--- config.mk ---
export PLATFORM = sky130hd
export DESIGN_NAME = ccu_fsm
export DESIGN_NICKNAME = d
export VERILOG_FILES = /design/src/common/ccu_pkg.sv /design/src/ccu/ccu_fsm.sv
export VERILOG_INCLUDE_DIRS = /design/src /design/src/common
export SDC_FILE = /design/constraint.sdc
export NUM_CORES = 1
export LEC_CHECK = 0
export BUFFER_PORTS_ARGS = -buffer_cell sky130_fd_sc_hd__buf_2
export CORE_ASPECT_RATIO = 1.5
export CORE_UTILIZATION = 43
export CTS_CLUSTER_SIZE = 12
export DETAILED_ROUTE_END_ITERATION = 7
export PLACE_DENSITY_LB_ADDON = 0.05
export SLEW_MARGIN = 20
export SYNTH_ARGS = -nofsm -noshare
export SYNTH_HDL_FRONTEND = slang
export SYNTH_SLANG_ARGS = --single-unit
--- constraint.sdc ---
create_clock -name clk_i -period 3.8 [get_ports clk_i]
set_input_delay 0.38 -clock clk_i [delete_from_list [all_inputs] [get_ports clk_i]]
set_output_delay 0.38 -clock clk_i [all_outputs]
set_load 0.02 [all_outputs]
--- src/common/ccu_cfg.svh ---
// Build-time sizing of the coherency unit
// Included by the package and by every RTL module that sizes ports from it
`ifndef CCU_CFG_SVH
`define CCU_CFG_SVH

// Number of cache masters sharing the memory port
`define CCU_NUM_PORTS 2

`define CCU_ADDR_W 16    // Line address bits
`define CCU_DATA_W 32    // One beat per transaction
`define CCU_FIFO_DEPTH 4 // Accepted requests waiting for the FSM

// Port index width, kept at least one bit wide
`define CCU_PORT_W ((`CCU_NUM_PORTS > 1) ? $clog2(`CCU_NUM_PORTS) : 1)

`endif
--- src/common/ccu_pkg.sv ---
// Shared types of the coherency unit, imported by the RTL and the testbench
`include "ccu_cfg.svh"

package ccu_pkg;

  typedef logic [`CCU_ADDR_W-1:0] addr_t;
  typedef logic [`CCU_DATA_W-1:0] data_t;
  typedef logic [`CCU_PORT_W-1:0] port_idx_t;

  // Read side snoop command, codes follow ARSNOOP
  typedef enum logic [2:0] {
    READ_NO_SNOOP = 3'b000,
    READ_SHARED   = 3'b001,
    READ_UNIQUE   = 3'b111
  } rd_snoop_e;

  // Write side snoop command
  typedef enum logic [2:0] {
    WRITE_NO_SNOOP = 3'b000,
    WRITE_UNIQUE   = 3'b001
  } wr_snoop_e;

  // Same three bits, meaning picked by the write flag
  typedef union packed {
    rd_snoop_e rd;
    wr_snoop_e wr;
  } ace_cmd_u;

  // Snoop operation on the AC channel, ACSNOOP codes
  typedef enum logic [3:0] {
    AC_READ_SHARED   = 4'b0001,
    AC_READ_UNIQUE   = 4'b0111,
    AC_CLEAN_INVALID = 4'b1001
  } ac_op_e;

  typedef struct packed {
    logic     write;
    ace_cmd_u cmd;
    addr_t    addr;
    data_t    data;  // Write data, unused on reads
  } port_req_t;

  typedef struct packed {
    port_req_t req;
    port_idx_t src;  // Port that issued the request
  } tagged_req_t;

  typedef struct packed {
    logic  write;
    data_t data;
  } port_resp_t;

  typedef struct packed {
    logic  write;
    addr_t addr;
    data_t data;
  } mem_req_t;

  typedef struct packed {
    ac_op_e op;
    addr_t  addr;
  } snoop_req_t;

  typedef struct packed {
    logic  has_data;  // Master held the line dirty
    data_t data;
  } snoop_resp_t;

endpackage

--- src/ccu/ccu_fsm.sv ---
// Coherency FSM, serves queued requests one at a time
// Snoops the other masters for shareable commands, falls back to memory on a miss
`timescale 1ns/1ps
`include "ccu_cfg.svh"

module ccu_fsm (
  input  logic                                     clk_i,
  input  logic                                     rst_i,
  input  logic                                     empty_i,
  input  ccu_pkg::tagged_req_t                     head_i,
  output logic                                     pop_o,
  output logic                 [`CCU_NUM_PORTS-1:0] snp_valid_o,
  output ccu_pkg::snoop_req_t                      snp_o,
  input  logic                 [`CCU_NUM_PORTS-1:0] snp_resp_valid_i,
  input  ccu_pkg::snoop_resp_t [`CCU_NUM_PORTS-1:0] snp_resp_i,
  output logic                                     mem_valid_o,
  output ccu_pkg::mem_req_t                        mem_req_o,
  input  logic                                     mem_ready_i,
  input  logic                                     mem_resp_valid_i,
  input  ccu_pkg::data_t                           mem_rdata_i,
  output logic                 [`CCU_NUM_PORTS-1:0] resp_valid_o,
  output ccu_pkg::port_resp_t                      resp_o
);

  import ccu_pkg::*;

  localparam int N = `CCU_NUM_PORTS;

  typedef enum logic [2:0] {
    S_IDLE,
    S_SNOOP,     // Broadcast to every port but the requester
    S_SNP_WAIT,  // Collect snoop responses
    S_MEM_REQ,
    S_MEM_WAIT,
    S_RESP
  } state_e;

  state_e      state_q, state_d;
  tagged_req_t req_q;  // Request in service
  data_t       data_q; // Data returned to the requester
  logic [N-1:0] pending_q, pending_d;
  logic        hit_q, hit_d;

  logic        head_snoop;
  logic [N-1:0] snp_mask;
  ac_op_e      snp_op;
  logic        snp_hit;
  data_t       snp_hit_data;

  // Decode the command through the member picked by the write bit
  assign head_snoop = head_i.req.write ? (head_i.req.cmd.wr == WRITE_UNIQUE)
                                       : (head_i.req.cmd.rd != READ_NO_SNOOP);

  always_comb begin
    if (req_q.req.write) begin
      snp_op = AC_CLEAN_INVALID;  // Invalidate other copies before the write
    end else if (req_q.req.cmd.rd == READ_UNIQUE) begin
      snp_op = AC_READ_UNIQUE;
    end else begin
      snp_op = AC_READ_SHARED;
    end
  end

  assign snp_mask = ~(N'(1) << req_q.src);

  // First dirty responder wins
  always_comb begin
    snp_hit      = 1'b0;
    snp_hit_data = '0;
    for (int i = 0; i < N; i++) begin
      if (!snp_hit && snp_resp_valid_i[i] && snp_resp_i[i].has_data) begin
        snp_hit      = 1'b1;
        snp_hit_data = snp_resp_i[i].data;
      end
    end
  end

  always_comb begin
    state_d   = state_q;
    pending_d = pending_q;
    hit_d     = hit_q;
    pop_o     = 1'b0;
    case (state_q)
      S_IDLE: begin
        if (!empty_i) begin
          pop_o   = 1'b1;
          state_d = head_snoop ? S_SNOOP : S_MEM_REQ;
        end
      end
      S_SNOOP: begin
        pending_d = snp_mask;
        hit_d     = 1'b0;
        state_d   = S_SNP_WAIT;
      end
      S_SNP_WAIT: begin
        pending_d = pending_q & ~snp_resp_valid_i;
        if (snp_hit && !req_q.req.write) hit_d = 1'b1;
        // Wait for every snooped port, invalidations included
        if (pending_d == '0) state_d = hit_d ? S_RESP : S_MEM_REQ;
      end
      S_MEM_REQ:  if (mem_ready_i) state_d = S_MEM_WAIT;
      S_MEM_WAIT: if (mem_resp_valid_i) state_d = S_RESP;
      S_RESP:     state_d = S_IDLE;
      default:    state_d = S_IDLE;
    endcase
  end

  always_ff @(posedge clk_i) begin
    if (rst_i) begin
      state_q   <= S_IDLE;
      pending_q <= '0;
      hit_q     <= 1'b0;
    end else begin
      state_q   <= state_d;
      pending_q <= pending_d;
      hit_q     <= hit_d;
    end
  end

  always_ff @(posedge clk_i) begin
    if (pop_o) begin
      req_q  <= head_i;
      data_q <= head_i.req.data;  // Echoed back on writes
    end else if (state_q == S_SNP_WAIT && snp_hit && !hit_q && !req_q.req.write) begin
      data_q <= snp_hit_data;
    end else if (state_q == S_MEM_WAIT && mem_resp_valid_i && !req_q.req.write) begin
      data_q <= mem_rdata_i;
    end
  end

  assign snp_valid_o  = (state_q == S_SNOOP) ? snp_mask : '0;
  assign snp_o        = '{op: snp_op, addr: req_q.req.addr};
  assign mem_valid_o  = (state_q == S_MEM_REQ);  // Held until memory takes it
  assign mem_req_o    = '{write: req_q.req.write, addr: req_q.req.addr, data: req_q.req.data};
  assign resp_valid_o = (state_q == S_RESP) ? (N'(1) << req_q.src) : '0;
  assign resp_o       = '{write: req_q.req.write, data: data_q};

  // Masters answer only snoops still owed, memory answers only an accepted request
  a_snp_resp_pending: assert property (@(posedge clk_i) disable iff (rst_i)
    (snp_resp_valid_i & ~pending_q) == '0);
  a_mem_resp_outstanding: assert property (@(posedge clk_i) disable iff (rst_i)
    mem_resp_valid_i |-> state_q == S_MEM_WAIT);

endmodule

==> flow_summary.ini <==
[die]
die_width_um = 86.38
ioPinCount = 266
core-area_um2 = 10250
die_h_um = 128.6
start_util_pct = 44.81
fp-row-count = 45
die_area_um2 = 11100

[sta]
fin_setup_tns_ns = 0
finalClockSkew_ns = 0.005943
slew_headroom_pct = 42.24
worstMarginPinSlew_ns = 0.8663
fmax_ghz = 0.3656
drv_slew = 0
setup_viol = 0
finalCriticalPeriod_ns = 2.735
period_share_pct = 71.98
hold_violations = 0
grt_setup_unrepaired = false
timing.hold.ws_ns = 0.2171

[synthesis]
ys_ff_latch = 91
synth_fp_nets = 518
yosysSeqAreaShare_pct = 58.20
synth_area_um2 = 4592
ys.warnings.count = 0
syn_inst = 360
avgSynthCellArea_um2 = 12.76
synth.distinct_cells = 31

[cells_and_area]
area_growth_syn_to_layout_pct = 25.86
nFillCells = 970
drive_gt1_share_pct = 59.75
finalInstanceArea_um2 = 5779
n_antenna_cell = 0
nets = 707

[setup_path]
start_kind = register
crit_top_cell = buf_4
crit_fanout = 37
crit_path_max_incr_delay_ns = 0.52
crit_type = reg2out
crit_arrival_ns = 2.36
reg2reg_from = state_q[1]
crit_path_top_delay_cell = dfxtp_1
worstPathCellList = nor2_1, nand2_1, buf_4, clkinv_2, buf_4, buf_2
crit_start = state_q[2]
critPathRequiredTime_ns = 3.42
cp-end-kind = output pin

[clock_network]
root_buffer = clkbuf_16
clk_path_buf_depth = 2
cts_max_level = 3
cts_buffers = 9
cts_hold_buf = 0
postCtsSetupBuffers = 0
clock_latency_ns = 0.33
ctsResizeCount = 0
cts.clk_slew.worst_paths_ns = 0.07
cts_tree = built
cts_sinks = 91

[route]
wirelength_mm = 11.41
wire_per_inst_um = 16.42
ant_nets = 0
drc = 0
vias = 3511
first_iter_violations = 112
firstDrtPassIters = 4
viasPerCell = 5.052

[flow_run]
max_cap_violations = 0

[place]
gp_congestion = 0.7800
dp_hpwl_mm = 8.486
io_buffers = 264
place_area_um2 = 5485

[power_and_ir_drop]
internal_power_mw = 2.110
p_seq_share_pct = 44.1
pwr-share-clk_pct = 28.3
net-switching-power_mw = 0.9810
p_leak_nw = 2.560
swShare_pct = 31.73
combPwrFrac_pct = 27.6
ir_worst_vdd_v = 0.0002456
pwr_density_cell_nw_per_um2 = 534.9

[global_routing]
grt_pass1_vias = 3303
grt_first_pass_wirelength_mm = 16.78
grt_overflow = 0
grt_max_degree = 65
antenna_found_initial = 0
grt_usage_pct = 20.41

[hold_path]
min-delay-start = head_i[0]
hold_path_class = in2reg

[status]
status = finished, final reports clean
-- stage by stage --
stage	total power [mW]	setup slack (ns)	cells	utilization [%]
2_1_floorplan	2.047	0.6744	360	-
3_3_place_gp	2.232	1.419	679	53.53
3_5_place_dp	2.253	1.371	679	53.53
4_1_cts	3.128	1.059	695	56.40
5_1_grt	3.241	0.8325	695	56.40
6_report	3.091	1.065	695	56.40
-- power groups by stage --
stage / clock (mW) / sequential [mW] / combinational [mW]
2_1_floorplan: 0 / 1.48 / 0.570
3_3_place_gp: 0 / 1.38 / 0.852
3_5_place_dp: 0 / 1.39 / 0.866
4_1_cts: 0.895 / 1.37 / 0.866
5_1_grt: 0.931 / 1.38 / 0.928
6_report: 0.874 / 1.36 / 0.853
-- cell usage after synthesis (all sizes together) --
cell type | instances | area, µm²
and3b | 1 | 8.760
nor3b | 1 | 7.510
nor4bb | 1 | 10.01
nand3b | 1 | 7.510
a22oi | 33 | 247.7
edfxtp | 85 | 2552
or3b | 2 | 20.02
a32oi | 2 | 17.52
nor2 | 8 | 30.03
and2 | 2 | 12.51
dfxtp | 6 | 120.1
mux2i | 2 | 20.02
o31a | 1 | 8.760
conb | 1 | 3.750
a21oi | 5 | 25.02
o211a | 1 | 10.01
buf | 76 | 596.8
inv | 4 | 15.01
o221a | 1 | 11.26
and4b | 2 | 20.02
nand2 | 37 | 138.9
nand3 | 32 | 195.2
a311oi | 1 | 8.760
a2111o | 1 | 11.26
o21ai | 5 | 25.02
clkbuf | 16 | 60.06
o211ai | 33 | 407.9
-- registers in the layout (all words and copies together) (netlist names) --
signal and flops:
hit_q 1, mem_req_o 49, data_q 32, pending_q 2, state_q 3, req_q 4
-- final timing paths --
path                                     end  slack, ns  cells after the start
worst max-delay path                   pop_o       1.06                      6
worst min-delay path                req_q[0]       0.22                      1
worst max register to register    data_q[17]       1.34                      5
worst min register to register  pending_q[1]       0.49                      2
-- layout make-up --
| class | instances | area (µm²) | area share, % |
|---|---|---|---|
| clock buffers | 9 | 225.2 | 3.897 |
| clock inverters | 7 | 68.82 | 1.191 |
| inverters | 4 | 16.27 | 0.2814 |
| multi-input cells | 173 | 1254 | 21.69 |
| flip-flops and latches | 91 | 2673 | 46.24 |
| well taps | 141 | 176.4 | 3.053 |
| repair buffers | 270 | 1366 | 23.64 |
-- cell usage in the layout, fill, tap and decap left out, drive strengths merged --
cell type | netlist | final
clkbuf | 16 | 9
a21oi | 5 | 5
conb | 1 | 1
inv | 4 | 3
dfxtp | 6 | 6
a22oi | 33 | 33
clkinv | 0 | 6
or3b | 2 | 2
nand3b | 1 | 1
mux2i | 2 | 2
a2111o | 1 | 1
nand2 | 37 | 37
buf | 76 | 270
o211ai | 33 | 33
edfxtp | 85 | 85
o211a | 1 | 1
and2 | 2 | 2
and4b | 2 | 2
o221a | 1 | 1
bufinv | 0 | 1
nor3b | 1 | 1
clkinvlp | 0 | 1
nor4bb | 1 | 1
and3b | 1 | 1
a32oi | 2 | 2
a311oi | 1 | 1
nand3 | 32 | 32
o21ai | 5 | 5
o31a | 1 | 1
nor2 | 8 | 8
-- layer usage --
layer  vias up  share of wire, %  global-route usage, %
li1       1665                 -                      -
met1      1645                37                  22.19
met2       185                53                  37.02
met3        16               8.2                  5.645
met4         0               1.9                  8.333
met5         -                 0                      0
-- cells by family after synthesis --
logic type | share of synthesized area, %
other cells | 0.08167
buf+inv | 14.63
simple gates | 9.809
mux | 0.4360
compound gates | 16.84
flops | 58.20
-- worst max-delay path: cells and delay by family (launching register included) --
family	cells	cell delay, ns
and+or+nand+nor	2	0.22
DFF	1	0.52
buffers and inverters	4	1.26
Power figures use the tool's default switching activity.
