File: src/common/ccu_cfg.svh
// Build-time sizing of the coherency unit
// Included by the package and by every RTL module that sizes ports from it
`ifndef CCU_CFG_SVH
`define CCU_CFG_SVH

// Number of cache masters sharing the memory port
`define CCU_NUM_PORTS 2

`define CCU_ADDR_W 16    // Line address bits
`define CCU_DATA_W 32    // One beat per transaction
`define CCU_FIFO_DEPTH 4 // Accepted requests waiting for the FSM

// Port index width, kept at least one bit wide
`define CCU_PORT_W ((`CCU_NUM_PORTS > 1) ? $clog2(`CCU_NUM_PORTS) : 1)

`endif
File: src/common/ccu_pkg.sv
// Shared types of the coherency unit, imported by the RTL and the testbench
`include "ccu_cfg.svh"

package ccu_pkg;

  typedef logic [`CCU_ADDR_W-1:0] addr_t;
  typedef logic [`CCU_DATA_W-1:0] data_t;
  typedef logic [`CCU_PORT_W-1:0] port_idx_t;

  // Read side snoop command, codes follow ARSNOOP
  typedef enum logic [2:0] {
    READ_NO_SNOOP = 3'b000,
    READ_SHARED   = 3'b001,
    READ_UNIQUE   = 3'b111
  } rd_snoop_e;

  // Write side snoop command
  typedef enum logic [2:0] {
    WRITE_NO_SNOOP = 3'b000,
    WRITE_UNIQUE   = 3'b001
  } wr_snoop_e;

  // Same three bits, meaning picked by the write flag
  typedef union packed {
    rd_snoop_e rd;
    wr_snoop_e wr;
  } ace_cmd_u;

  // Snoop operation on the AC channel, ACSNOOP codes
  typedef enum logic [3:0] {
    AC_READ_SHARED   = 4'b0001,
    AC_READ_UNIQUE   = 4'b0111,
    AC_CLEAN_INVALID = 4'b1001
  } ac_op_e;

  typedef struct packed {
    logic     write;
    ace_cmd_u cmd;
    addr_t    addr;
    data_t    data;  // Write data, unused on reads
  } port_req_t;

  typedef struct packed {
    port_req_t req;
    port_idx_t src;  // Port that issued the request
  } tagged_req_t;

  typedef struct packed {
    logic  write;
    data_t data;
  } port_resp_t;

  typedef struct packed {
    logic  write;
    addr_t addr;
    data_t data;
  } mem_req_t;

  typedef struct packed {
    ac_op_e op;
    addr_t  addr;
  } snoop_req_t;

  typedef struct packed {
    logic  has_data;  // Master held the line dirty
    data_t data;
  } snoop_resp_t;

endpackage

File: src/ccu/ccu_req_fifo.sv
// Request queue between the port arbiter and the coherency FSM
// Circular buffer, a pushed word shows at the head one cycle later
`timescale 1ns/1ps
`include "ccu_cfg.svh"

module ccu_req_fifo #(
  parameter int DEPTH = `CCU_FIFO_DEPTH
) (
  input  logic                 clk_i,
  input  logic                 rst_i,
  input  logic                 push_i,
  input  ccu_pkg::tagged_req_t push_data_i,
  output logic                 full_o,
  input  logic                 pop_i,
  output logic                 empty_o,
  output ccu_pkg::tagged_req_t head_o
);

  import ccu_pkg::*;

  localparam int AW = (DEPTH > 1) ? $clog2(DEPTH) : 1;

  tagged_req_t   mem_q [DEPTH];
  logic [AW-1:0] wr_ptr_q;
  logic [AW-1:0] rd_ptr_q;
  logic [AW:0]   count_q;
  logic          do_push;
  logic          do_pop;

  assign full_o  = (count_q == (AW+1)'(DEPTH));
  assign empty_o = (count_q == '0);
  assign head_o  = mem_q[rd_ptr_q];

  assign do_push = push_i && !full_o;
  assign do_pop  = pop_i && !empty_o;

  always_ff @(posedge clk_i) begin
    if (do_push) mem_q[wr_ptr_q] <= push_data_i;
  end

  always_ff @(posedge clk_i) begin
    if (rst_i) begin
      wr_ptr_q <= '0;
      rd_ptr_q <= '0;
      count_q  <= '0;
    end else begin
      if (do_push) wr_ptr_q <= (int'(wr_ptr_q) == DEPTH - 1) ? '0 : wr_ptr_q + 1'b1;
      if (do_pop)  rd_ptr_q <= (int'(rd_ptr_q) == DEPTH - 1) ? '0 : rd_ptr_q + 1'b1;
      count_q <= count_q + (AW+1)'(do_push) - (AW+1)'(do_pop);  // Both may happen at once
    end
  end

  // Arbiter must honour full, FSM must honour empty
  a_no_push_full: assert property (@(posedge clk_i) disable iff (rst_i) !(push_i && full_o));
  a_no_pop_empty: assert property (@(posedge clk_i) disable iff (rst_i) !(pop_i && empty_o));

endmodule

File: config.mk
export PLATFORM = sky130hd
export DESIGN_NAME = ccu_req_fifo
export DESIGN_NICKNAME = d
export VERILOG_FILES = /design/src/common/ccu_pkg.sv /design/src/ccu/ccu_req_fifo.sv
export VERILOG_INCLUDE_DIRS = /design/src /design/src/common
export SDC_FILE = /design/constraint.sdc
export NUM_CORES = 1
export LEC_CHECK = 0
export BUFFER_PORTS_ARGS = -buffer_cell sky130_fd_sc_hd__buf_2
export CORE_AREA = 2 2 156 158
export CTS_CLUSTER_DIAMETER = 40
export DETAILED_ROUTE_END_ITERATION = 12
export DIE_AREA = 0 0 158 160
export SLEW_MARGIN = 20
export SYNTH_ARGS = -nofsm -noshare
export SYNTH_HDL_FRONTEND = slang
export SYNTH_SLANG_ARGS = --single-unit
File: constraint.sdc
create_clock -name clk_i -period 5.34 [get_ports clk_i]
set_input_delay 0.267 -clock clk_i [delete_from_list [all_inputs] [get_ports clk_i]]
set_output_delay 0.267 -clock clk_i [all_outputs]
set_load 0.01 [all_outputs]
==> results of run 1 <==
placed cells by master (no fill, tap or decap), types with 3 or more instances in the layout:
| cell type | instances |
|---|---|
| inv_1 | 8 |
| clkinvlp_4 | 4 |
| buf_4 | 6 |
| clkinv_1 | 4 |
| mux4_2 | 53 |
| dfxtp_1 | 7 |
| bufinv_16 | 3 |
| buf_2 | 111 |
| clkinv_4 | 3 |
| ha_1 | 7 |
| clkbuf_16 | 31 |
| dlygate4sd3_1 | 54 |
| and3_2 | 4 |
| edfxtp_1 | 212 |
metal layers:
layer  vias to the layer above  share of wire  routed length, um  global-route usage
met4                         0          0.027                419              0.0360
met1                      2066           0.41               6210               0.154
met5                         -              0                  0                   0
li1                       1770              -                  -                   -
met3                        33          0.053                811              0.0304
met2                        97           0.51               7830               0.215
worst max-delay path: cells and delay by family, from the launching register on:
family | cells | cell delay [ps]
flops | 1 | 730
buf+inv | 2 | 730
mux | 1 | 600
where the power goes:
part           internal [uW]  leakage [uW]  total, uW  switching [uW]
registers               2100       0.00202       2180            83.0
logic                    427       0.00114        857             430
clock network           1210      0.000475       1930             720
cell type report:
| class | count | area, sq um |
|---|---|---|
| multi-input combinational | 85 | 1460 |
| clock buffer | 33 | 783 |
| timing repair buffer | 171 | 1140 |
| clock inverter | 20 | 211 |
| sequential | 221 | 6550 |
| tap | 324 | 405 |
| fill | 2077 | 13200 |
| inverter | 8 | 30.0 |
cells by family after synthesis:
group | count (synthesis) | synth area share
XOR/XNOR | 2 | 0.00216
adder cells (fa/ha/maj) | 8 | 0.0133
buffers and inverters | 21 | 0.0133
AND/OR/NAND/NOR | 16 | 0.0119
AO/OA/AOI/OAI | 5 | 0.00463
multiplexers | 54 | 0.148
flip-flops | 221 | 0.807
state kept, by name (all words and copies together) (netlist names), named ones only:
signal    cells
rd_ptr_q      2
mem_q       212
count_q       3
wr_ptr_q      2
how the worst min path moves through the flow:
stage                                         from                       end  slack [ps]  cells past startpoint
after global routing                        push_i  wr_ptr_q[0]$_SDFFE_PP0P_          60                      3
after CTS                                   push_i  wr_ptr_q[0]$_SDFFE_PP0P_          50                      3
after global placement    rd_ptr_q[0]$_SDFFE_PP0N_                  register         470                      2
after detailed placement           push_data_i[50]    mem_q[0][50]$_DFFE_PP_         490                      1
final                                       push_i  wr_ptr_q[1]$_SDFFE_PP0P_          70                      3
after floorplan                              rst_i  wr_ptr_q[1]$_SDFFE_PP0P_         340                      1
metrics by stage:
step,total power [uW],instances
finish,4970,862
global route,5200,862
CTS,5050,862
detailed placement,3070,755
global placement,3040,755
floorplan,2750,327
==> flow_summary.yaml, run 1 <==
status:
  status: "complete, no violations"
worst_setup_path:
  crit_type: "reg2out"
  slowest_delay_ps: 730
  cp_slowest_cell: "dfxtp_4"
  endpoint: "head_o[34]"
  crit_arrival_ps: 2620
  critPathLaunchType: "register"
  reg2reg_depth: 3
  cp-end-kind: "output pin"
  r2r_end: "mem_q[3][25]$_DFFE_PP_"
  reg2reg_from: "count_q[1]$_SDFF_PP0_"
  cp.required_ps: 5070
  cp_max_fo: 27
  path_cells: "buf_4 -> mux4_2 -> buf_2"
  r2r_setup_slack_ps: 3010
sta:
  slew_viol_final: 0
  period_minus_slack_ps: 2880
  setup_tns_ps: 0
  rsz0062_at_grt: "no"
  max_freq_mhz: 347
  finalSetupViolCount: 0
  hold_viol_final: 0
  worst_slack_ps: 2460
  tightest_slew_ps: 832
  slew_headroom: 0.445
  fin_crit_sh: 0.540
  worst_hold_slack_ps: 70.0
  fin_skew_ps: 8.30
power:
  p_per_area_nw_per_um2: 469
  ir_worst_vdd_uv: 333
  p_leak_uw: 0.00363
cts:
  postCtsSetupRepairBufs: 0
  clock_sinks: 221
  cts_hold_buf: 54
  cts_buffer_depth: 3
  cts_made_buffers: 30
  cts_tree: "done"
  cts_resized: 0
  htree_num_levels: 1
  worstSkewPairLatency_ps: 530
  cts.clk_slew.worst_paths_ps: 50
  root_buffer: "clkbuf_16"
synthesis:
  ys_top_cells_by_count: "edfxtp_1, mux4_2, dfxtp_1"
  synthDistinctLibCells: 26
  synth.avg_cell_area_sq_um: 24.8
  synth-edff-count: 212
  ys_warn_count: 0
  syn_area_sq_um: 8120
  synth_most_common_cell: "edfxtp_1"
  synth_largest_area_cell: "edfxtp_1"
  yosysSeqAreaShare: 0.807
  synth_top_area_share: 0.784
  syn_inst: 327
  synthTopCellsByArea: "edfxtp_1, mux4_2, dfxtp_1"
  synthesis.nets: 392
  yosys_most_used_dff: "edfxtp_1"
  ys_ff_latch: 221
  synth-async-reset-ratio: 0
routing:
  post_drt_wl_per_cell_um: 17.7
  wirelength_um: 15300
  vias: 3966
  drtIter0Drc: 178
  ant_nets: 0
  viasPerCell: 4.60
  drc: 0
  drt_pass1_iterations: 4
cells_and_area:
  postLayoutCellArea_sq_um: 10600
  syn_to_final_growth_pct: 30.4
  drive_gt1_frac: 0.418
  fin_nets: 582
  fin_util: 0.444
  diodes: 0
global_route:
  grt_pass1_wl_um: 24100
  grt_max_degree: 54
  grt-ovfl-total: 0
  grt_usage: 0.124
  grt_pass1_vias: 4409
  antenna_found_initial: 0
place:
  place.gp.congestion: 0.634
  dpl_cell_area_sq_um: 9050
  place_hpwl_um: 8850
  preCtsSetupSlack_ps: 2900
  io_buffers: 111
floorplan:
  ioPinCount: 112
  rows: 57
  die_x_um: 158
  die_h_um: 160
  core_region_area_sq_um: 23800
  die_area_sq_um: 25300
  start_util: 0.341
flow_run:
  cap_violations: 0
worst_hold_path:
  hp-class: "in2reg"
Note: power is estimated with default switching activity, not from simulation.
==> run 2, diff against run 1 <==
clock period = 2.7 ns   (was 5.34 ns; I/O delays follow)
==> flow_summary.yaml, run 2 (synthesis results as in run 1) <==
global_route:
  antenna_found_initial: 0
  grt_pass1_wl_um: 23000
  grt_max_degree: 35
  grt_pass1_vias: 4159
  grt-ovfl-total: 0
  grt_usage: 0.118
sta:
  setup_tns_ps: 0
  fin_skew_ps: 10.1
  hold_viol_final: 0
  finalSetupViolCount: 0
  slew_headroom: 0.472
  period_minus_slack_ps: 2240
  rsz0062_at_grt: "no"
  max_freq_mhz: 446
  fin_crit_sh: 0.830
  tightest_slew_ps: 791
  slew_viol_final: 0
cells_and_area:
  layout_commonest_cell: "edfxtp_1"
  fin_nets: 583
  drive_gt1_frac: 0.413
  syn_to_final_growth_pct: 31.1
  diodes: 0
  largest_register_ffs: 212
  layout_common_cells: "edfxtp_1, buf_2, dlygate4sd3_1"
  regMostFlops: "mem_q"
  top_regs: "mem_q (212), count_q (3)"
worst_hold_path:
  hp-class: "in2reg"
  holdPathStages: 4
  min_from: "pop_i"
cts:
  cts.clk_slew.worst_paths_ps: 50
  htree_num_levels: 1
  cts_made_buffers: 28
  cts_resized: 0
  worstSkewPairLatency_ps: 520
  cts_buffer_depth: 3
  root_buffer: "clkbuf_16"
  clock_sinks: 221
  cts_tree: "done"
  postCtsSetupRepairBufs: 0
worst_setup_path:
  critPathLaunchType: "register"
  r2r_end: "count_q[1]$_SDFF_PP0_"
  cp_max_fo: 15
  reg2reg_from: "count_q[2]$_SDFF_PP0_"
  cp.required_ps: 2570
  cp_slowest_cell: "mux4_2"
  cp-end-kind: "output pin"
  crit_arrival_ps: 2100
  crit_type: "reg2out"
  r2r_setup_slack_ps: 460
  reg2reg_depth: 8
  slowest_delay_ps: 570
  path_cells: "buf_4 -> mux4_2 -> buf_2"
routing:
  drc: 0
  vias: 3920
  wirelength_um: 14800
  ant_nets: 0
  post_drt_wl_per_cell_um: 17.1
  drtIter0Drc: 150
  viasPerCell: 4.54
  drt_pass1_iterations: 4
power:
  ir_worst_vdd_uv: 538
  p_per_area_nw_per_um2: 920
  pwr-share-comb: 0.183
  p_int_uw: 7400
  switching_share: 0.244
  power.share.clock: 0.381
  p_leak_uw: 0.00365
  switchingPower_uw: 2390
  pwr-share-seq: 0.435
  p_total_uw: 9790
place:
  place.gp.congestion: 0.706
  place_hpwl_um: 8720
  io_buffers: 111
floorplan:
  ioPinCount: 112
  core_region_area_sq_um: 23800
  die_x_um: 158
  die_h_um: 160
  rows: 57
  die_area_sq_um: 25300
  start_util: 0.341
status:
  status: "complete, no violations"
flow_run:
  cap_violations: 0
## run 2: worst max path at each step
stage                           from               endpoint  slack (ps)  cells past startpoint
6_report                    register             head_o[52]         460                      3
4_1_cts                     register             head_o[52]         350                      3
3_3_place_gp   count_q[2]$_SDFF_PP0_  count_q[1]$_SDFF_PP0_         550                      8
5_1_grt                     register             head_o[52]         290                      3
3_5_place_dp   count_q[2]$_SDFF_PP0_  count_q[1]$_SDFF_PP0_         490                      8
2_1_floorplan  count_q[1]$_SDFF_PP0_  mem_q[2][0]$_DFFE_PP_         360                      3
## run 2: power by group through the flow
stage	Combinational, uW	Clock (uW)	Sequential (uW)
after floorplan	1160	0	4280
after global placement	1770	0	4320
after detailed placement	1800	0	4340
after CTS	1870	3830	4270
after global routing	1970	3970	4300
final	1800	3730	4260
## run 2: layout make-up
type / instances / area (sq um)
fill: 2102 / 13200
sequential: 221 / 6550
multi-input combinational: 85 / 1460
timing repair buffer: 174 / 1230
clock buffer: 34 / 744
tap: 324 / 405
clock inverter: 18 / 219
inverter: 8 / 30.0
## run 2: critical path: cells and delay by family, from the launching register on
kind	cells	cell delay, ps
multiplexers	1	570
buffers and inverters	2	520
flip-flops	1	490
## run 2: stage by stage
| step | hold slack (ps) | instance area [sq um] | util | std cells | worst slack (ps) |
|---|---|---|---|---|---|
| finish | 50.4 | 10600 | 0.447 | 864 | 460 |
| global route | 47.8 | 10600 | 0.447 | 864 | 294 |
| CTS | 16.2 | 10600 | 0.447 | 864 | 347 |
| detailed placement | 353 | 9130 | 0.383 | 757 | 494 |
| global placement | 346 | 9130 | 0.383 | 757 | 546 |
| floorplan | 204 | 8120 | - | 327 | 355 |
## run 2: repair_timing
| action | in CTS | in global routing |
|---|---|---|
| setup endpoints to repair | 0 | 0 |
| hold endpoints to repair | 221 | 0 |
| hold buffers | 55 | 0 |
## run 2: per-layer routing
metal / track usage / vias up / share of wire
li1: - / 1773 / -
met1: 0.159 / 2030 / 0.44
met2: 0.194 / 94 / 0.49
met3: 0.0282 / 23 / 0.055
met4: 0.0324 / 0 / 0.019
met5: 0 / - / 0
==> run 3, diff against run 2 <==
ABC_AREA = 1   (was default)
CORE_AREA = 2 2 160 162   (was 2 2 156 158)
DIE_AREA = 0 0 162 164   (was 0 0 158 160)
clock period = 2.1 ns   (was 2.7 ns; I/O delays follow)
==> flow_summary.yaml, run 3 <==
cts:
  htree_num_levels: 1
  worstSkewPairLatency_ps: 520
  cts_made_buffers: 30
  cts_buffer_depth: 3
  clock_sinks: 221
  cts_tree: "done"
  cts.clk_slew.worst_paths_ps: 60
  root_buffer: "clkbuf_16"
place:
  place_hpwl_um: 10700
  place.gp.congestion: 0.702
  dpl_cell_area_sq_um: 9560
  io_buffers: 111
worst_setup_path:
  cp_num_buf_inv: 2
  r2r_setup_slack_ps: 180
  slowest_delay_ps: 470
  critPathLaunchType: "register"
  cp_max_fo: 17
  r2r_end: "count_q[1]$_SDFF_PP0_"
  cp.required_ps: 2000
  crit_arrival_ps: 1870
  cp_slowest_cell: "dfxtp_4"
  path_cells: "buf_4 -> o21ai_0 -> o22ai_1 -> buf_2"
  reg2reg_depth: 10
  reg2reg_from: "count_q[1]$_SDFF_PP0_"
  crit_type: "reg2out"
  cp-end-kind: "output pin"
  crit_family: "buffers and inverters"
routing:
  drc: 0
  vias: 5192
  drt_pass1_iterations: 4
  drtIter0Drc: 312
  ant_nets: 0
  post_drt_wl_per_cell_um: 16.5
  viasPerCell: 4.64
  wirelength_um: 18400
synthesis:
  synthTopCellsByArea: "edfxtp_1, o21ai_0, nor2_1"
  ys_ff_latch: 221
  synth.avg_cell_area_sq_um: 14.7
  synth-edff-count: 212
  syn_inst: 580
  yosys_most_used_dff: "edfxtp_1"
  yosysSeqAreaShare: 0.767
  synth_most_common_cell: "edfxtp_1"
  synth_largest_area_cell: "edfxtp_1"
  synth-async-reset-ratio: 0
  synth_top_area_share: 0.746
  synthesis.nets: 645
  ys_top_cells_by_count: "edfxtp_1, nor2_1, o21ai_0"
  ys_warn_count: 0
  syn_area_sq_um: 8530
  synthDistinctLibCells: 24
sta:
  max_freq_mhz: 508
  period_minus_slack_ps: 1970
  fin_crit_sh: 0.938
  rsz0062_at_grt: "no"
  finalSetupViolCount: 0
  fin_skew_ps: 7.10
  slew_headroom: 0.753
  hold_viol_final: 0
  tightest_slew_ps: 370
  slew_viol_final: 0
cells_and_area:
  regMostFlops: "mem_q"
  top_regs: "mem_q (212), count_q (3)"
  fin_nets: 829
  layout_commonest_cell: "edfxtp_1"
  layout_common_cells: "edfxtp_1, buf_2, nor2_1"
  postLayoutCellArea_sq_um: 11200
  fin_util: 0.451
  fillers: 2266
  largest_register_ffs: 212
  syn_to_final_growth_pct: 31.2
  diodes: 0
  drive_gt1_frac: 0.288
floorplan:
  die_x_um: 162
  ioPinCount: 112
  rows: 58
  start_util: 0.344
  die_h_um: 164
  die_area_sq_um: 26600
  core_region_area_sq_um: 24800
power:
  p_int_uw: 10100
  pwr-share-seq: 0.387
  switchingPower_uw: 4330
  power.share.clock: 0.354
  p_per_area_nw_per_um2: 1290
  pwr-share-comb: 0.259
  ir_worst_vdd_uv: 742
  switching_share: 0.300
  p_leak_uw: 0.00400
global_route:
  antenna_found_initial: 0
  grt_pass1_vias: 5207
  grt_pass1_wl_um: 28400
  grt_usage: 0.138
  grt_max_degree: 75
  grt-ovfl-total: 0
worst_hold_path:
  min_delay_worst_endpoint: "count_q[0]$_SDFF_PP0_"
  holdPathStages: 3
  min_from: "rst_i"
  hp-class: "in2reg"
status:
  status: "complete, no violations"
flow_run:
  cap_violations: 0
## run 3: cell types whose count changed in the layout (fill, tap and decap cells not counted), moves of 4 or more
| cell | delta |
|---|---|
| nand2_1 | +9 |
| nor2_4 | +4 |
| nor2_1 | +96 |
| o22ai_1 | +32 |
| nor2_2 | +20 |
| buf_4 | +4 |
| inv_1 | +8 |
| o21ai_1 | +10 |
| mux4_2 | -53 |
| and3_2 | -4 |
| o22ai_2 | +21 |
| o21ai_0 | +96 |
## run 3: per-layer routing
metal | global-route usage | share of wire
met5 | 0 | 0
met4 | 0.0318 | 0.017
met3 | 0.0278 | 0.043
met2 | 0.247 | 0.51
met1 | 0.173 | 0.43
## run 3: power groups by stage
| stage | Combinational [uW] | Sequential, uW | Clock (uW) |
|---|---|---|---|
| CTS | 3820 | 5590 | 5250 |
| global route | 4190 | 5630 | 5430 |
| detailed placement | 3710 | 5670 | 0 |
| global placement | 3670 | 5660 | 0 |
| finish | 3730 | 5590 | 5120 |
| floorplan | 2310 | 5610 | 0 |
## run 3: cell type report
class	instances	area, sq um	area share
Multi-Input combinational cell	307	1730	0.154
Inverter	18	80.1	0.00716
Sequential cell	221	6550	0.586
Clock inverter	22	251	0.0225
Tap cell	330	413	0.0369
Clock buffer	34	787	0.0703
Timing Repair Buffer	186	1380	0.123
## run 3: how the worst max path moves through the flow
| stage | startpoint | to | slack (ps) | depth (start not counted) |
|---|---|---|---|---|
| 2_1_floorplan | count_q[1]$_SDFF_PP0_ | mem_q[0][0]$_DFFE_PP_ | -410 | 4 |
| 3_3_place_gp | count_q[1]$_SDFF_PP0_ | count_q[2]$_SDFF_PP0_ | 280 | 10 |
| 5_1_grt | count_q[1]$_SDFF_PP0_ | count_q[2]$_SDFF_PP0_ | 20 | 11 |
| 4_1_cts | register | head_o[26] | 20 | 5 |
| 6_report | register | head_o[45] | 130 | 4 |
| 3_5_place_dp | count_q[1]$_SDFF_PP0_ | count_q[1]$_SDFF_PP0_ | 220 | 10 |
## run 3: logic make-up (layout without fill, tap and decap cells)
logic type,Yosys count,in the layout,share of synthesized area
AO/OA/AOI/OAI,162,162,0.117
XOR/XNOR,1,1,0.00103
adder cells (fa/ha/maj),8,8,0.0126
buffers and inverters,52,260,0.0345
flip-flops,221,221,0.767
AND/OR/NAND/NOR,136,136,0.0670
## run 3: timing repair
action / CTS / global route
endpoints found under the hold margin: 221 / 0
setup buffers: 0 / 0
pin swaps: 0 / 0
resized for setup: 4 / 5
setup endpoints to repair: 14 / 10
hold buffers: 56 / 0
## run 3: worst reg2reg max path, stage by stage (launching register included)
cell and delay, ps:
dfxtp_1 340, nor2_1 150, nand2_1 140, inv_1 100, nor2_1 40, ha_1 260, inv_1 40, ha_1 190
fa_1 480, inv_1 40, nor2_1 70
## run 3: through the flow
stage	power (uW)	TNS, ps	hold slack (ps)	cells	setup slack (ps)
2_1_floorplan	7920	-87680	176	580	-414
3_3_place_gp	9330	0	307	1006	276
3_5_place_dp	9380	0	313	1006	217
4_1_cts	14700	0	287	1118	15.1
5_1_grt	15300	0	307	1118	17.1
6_report	14400	0	315	1118	130
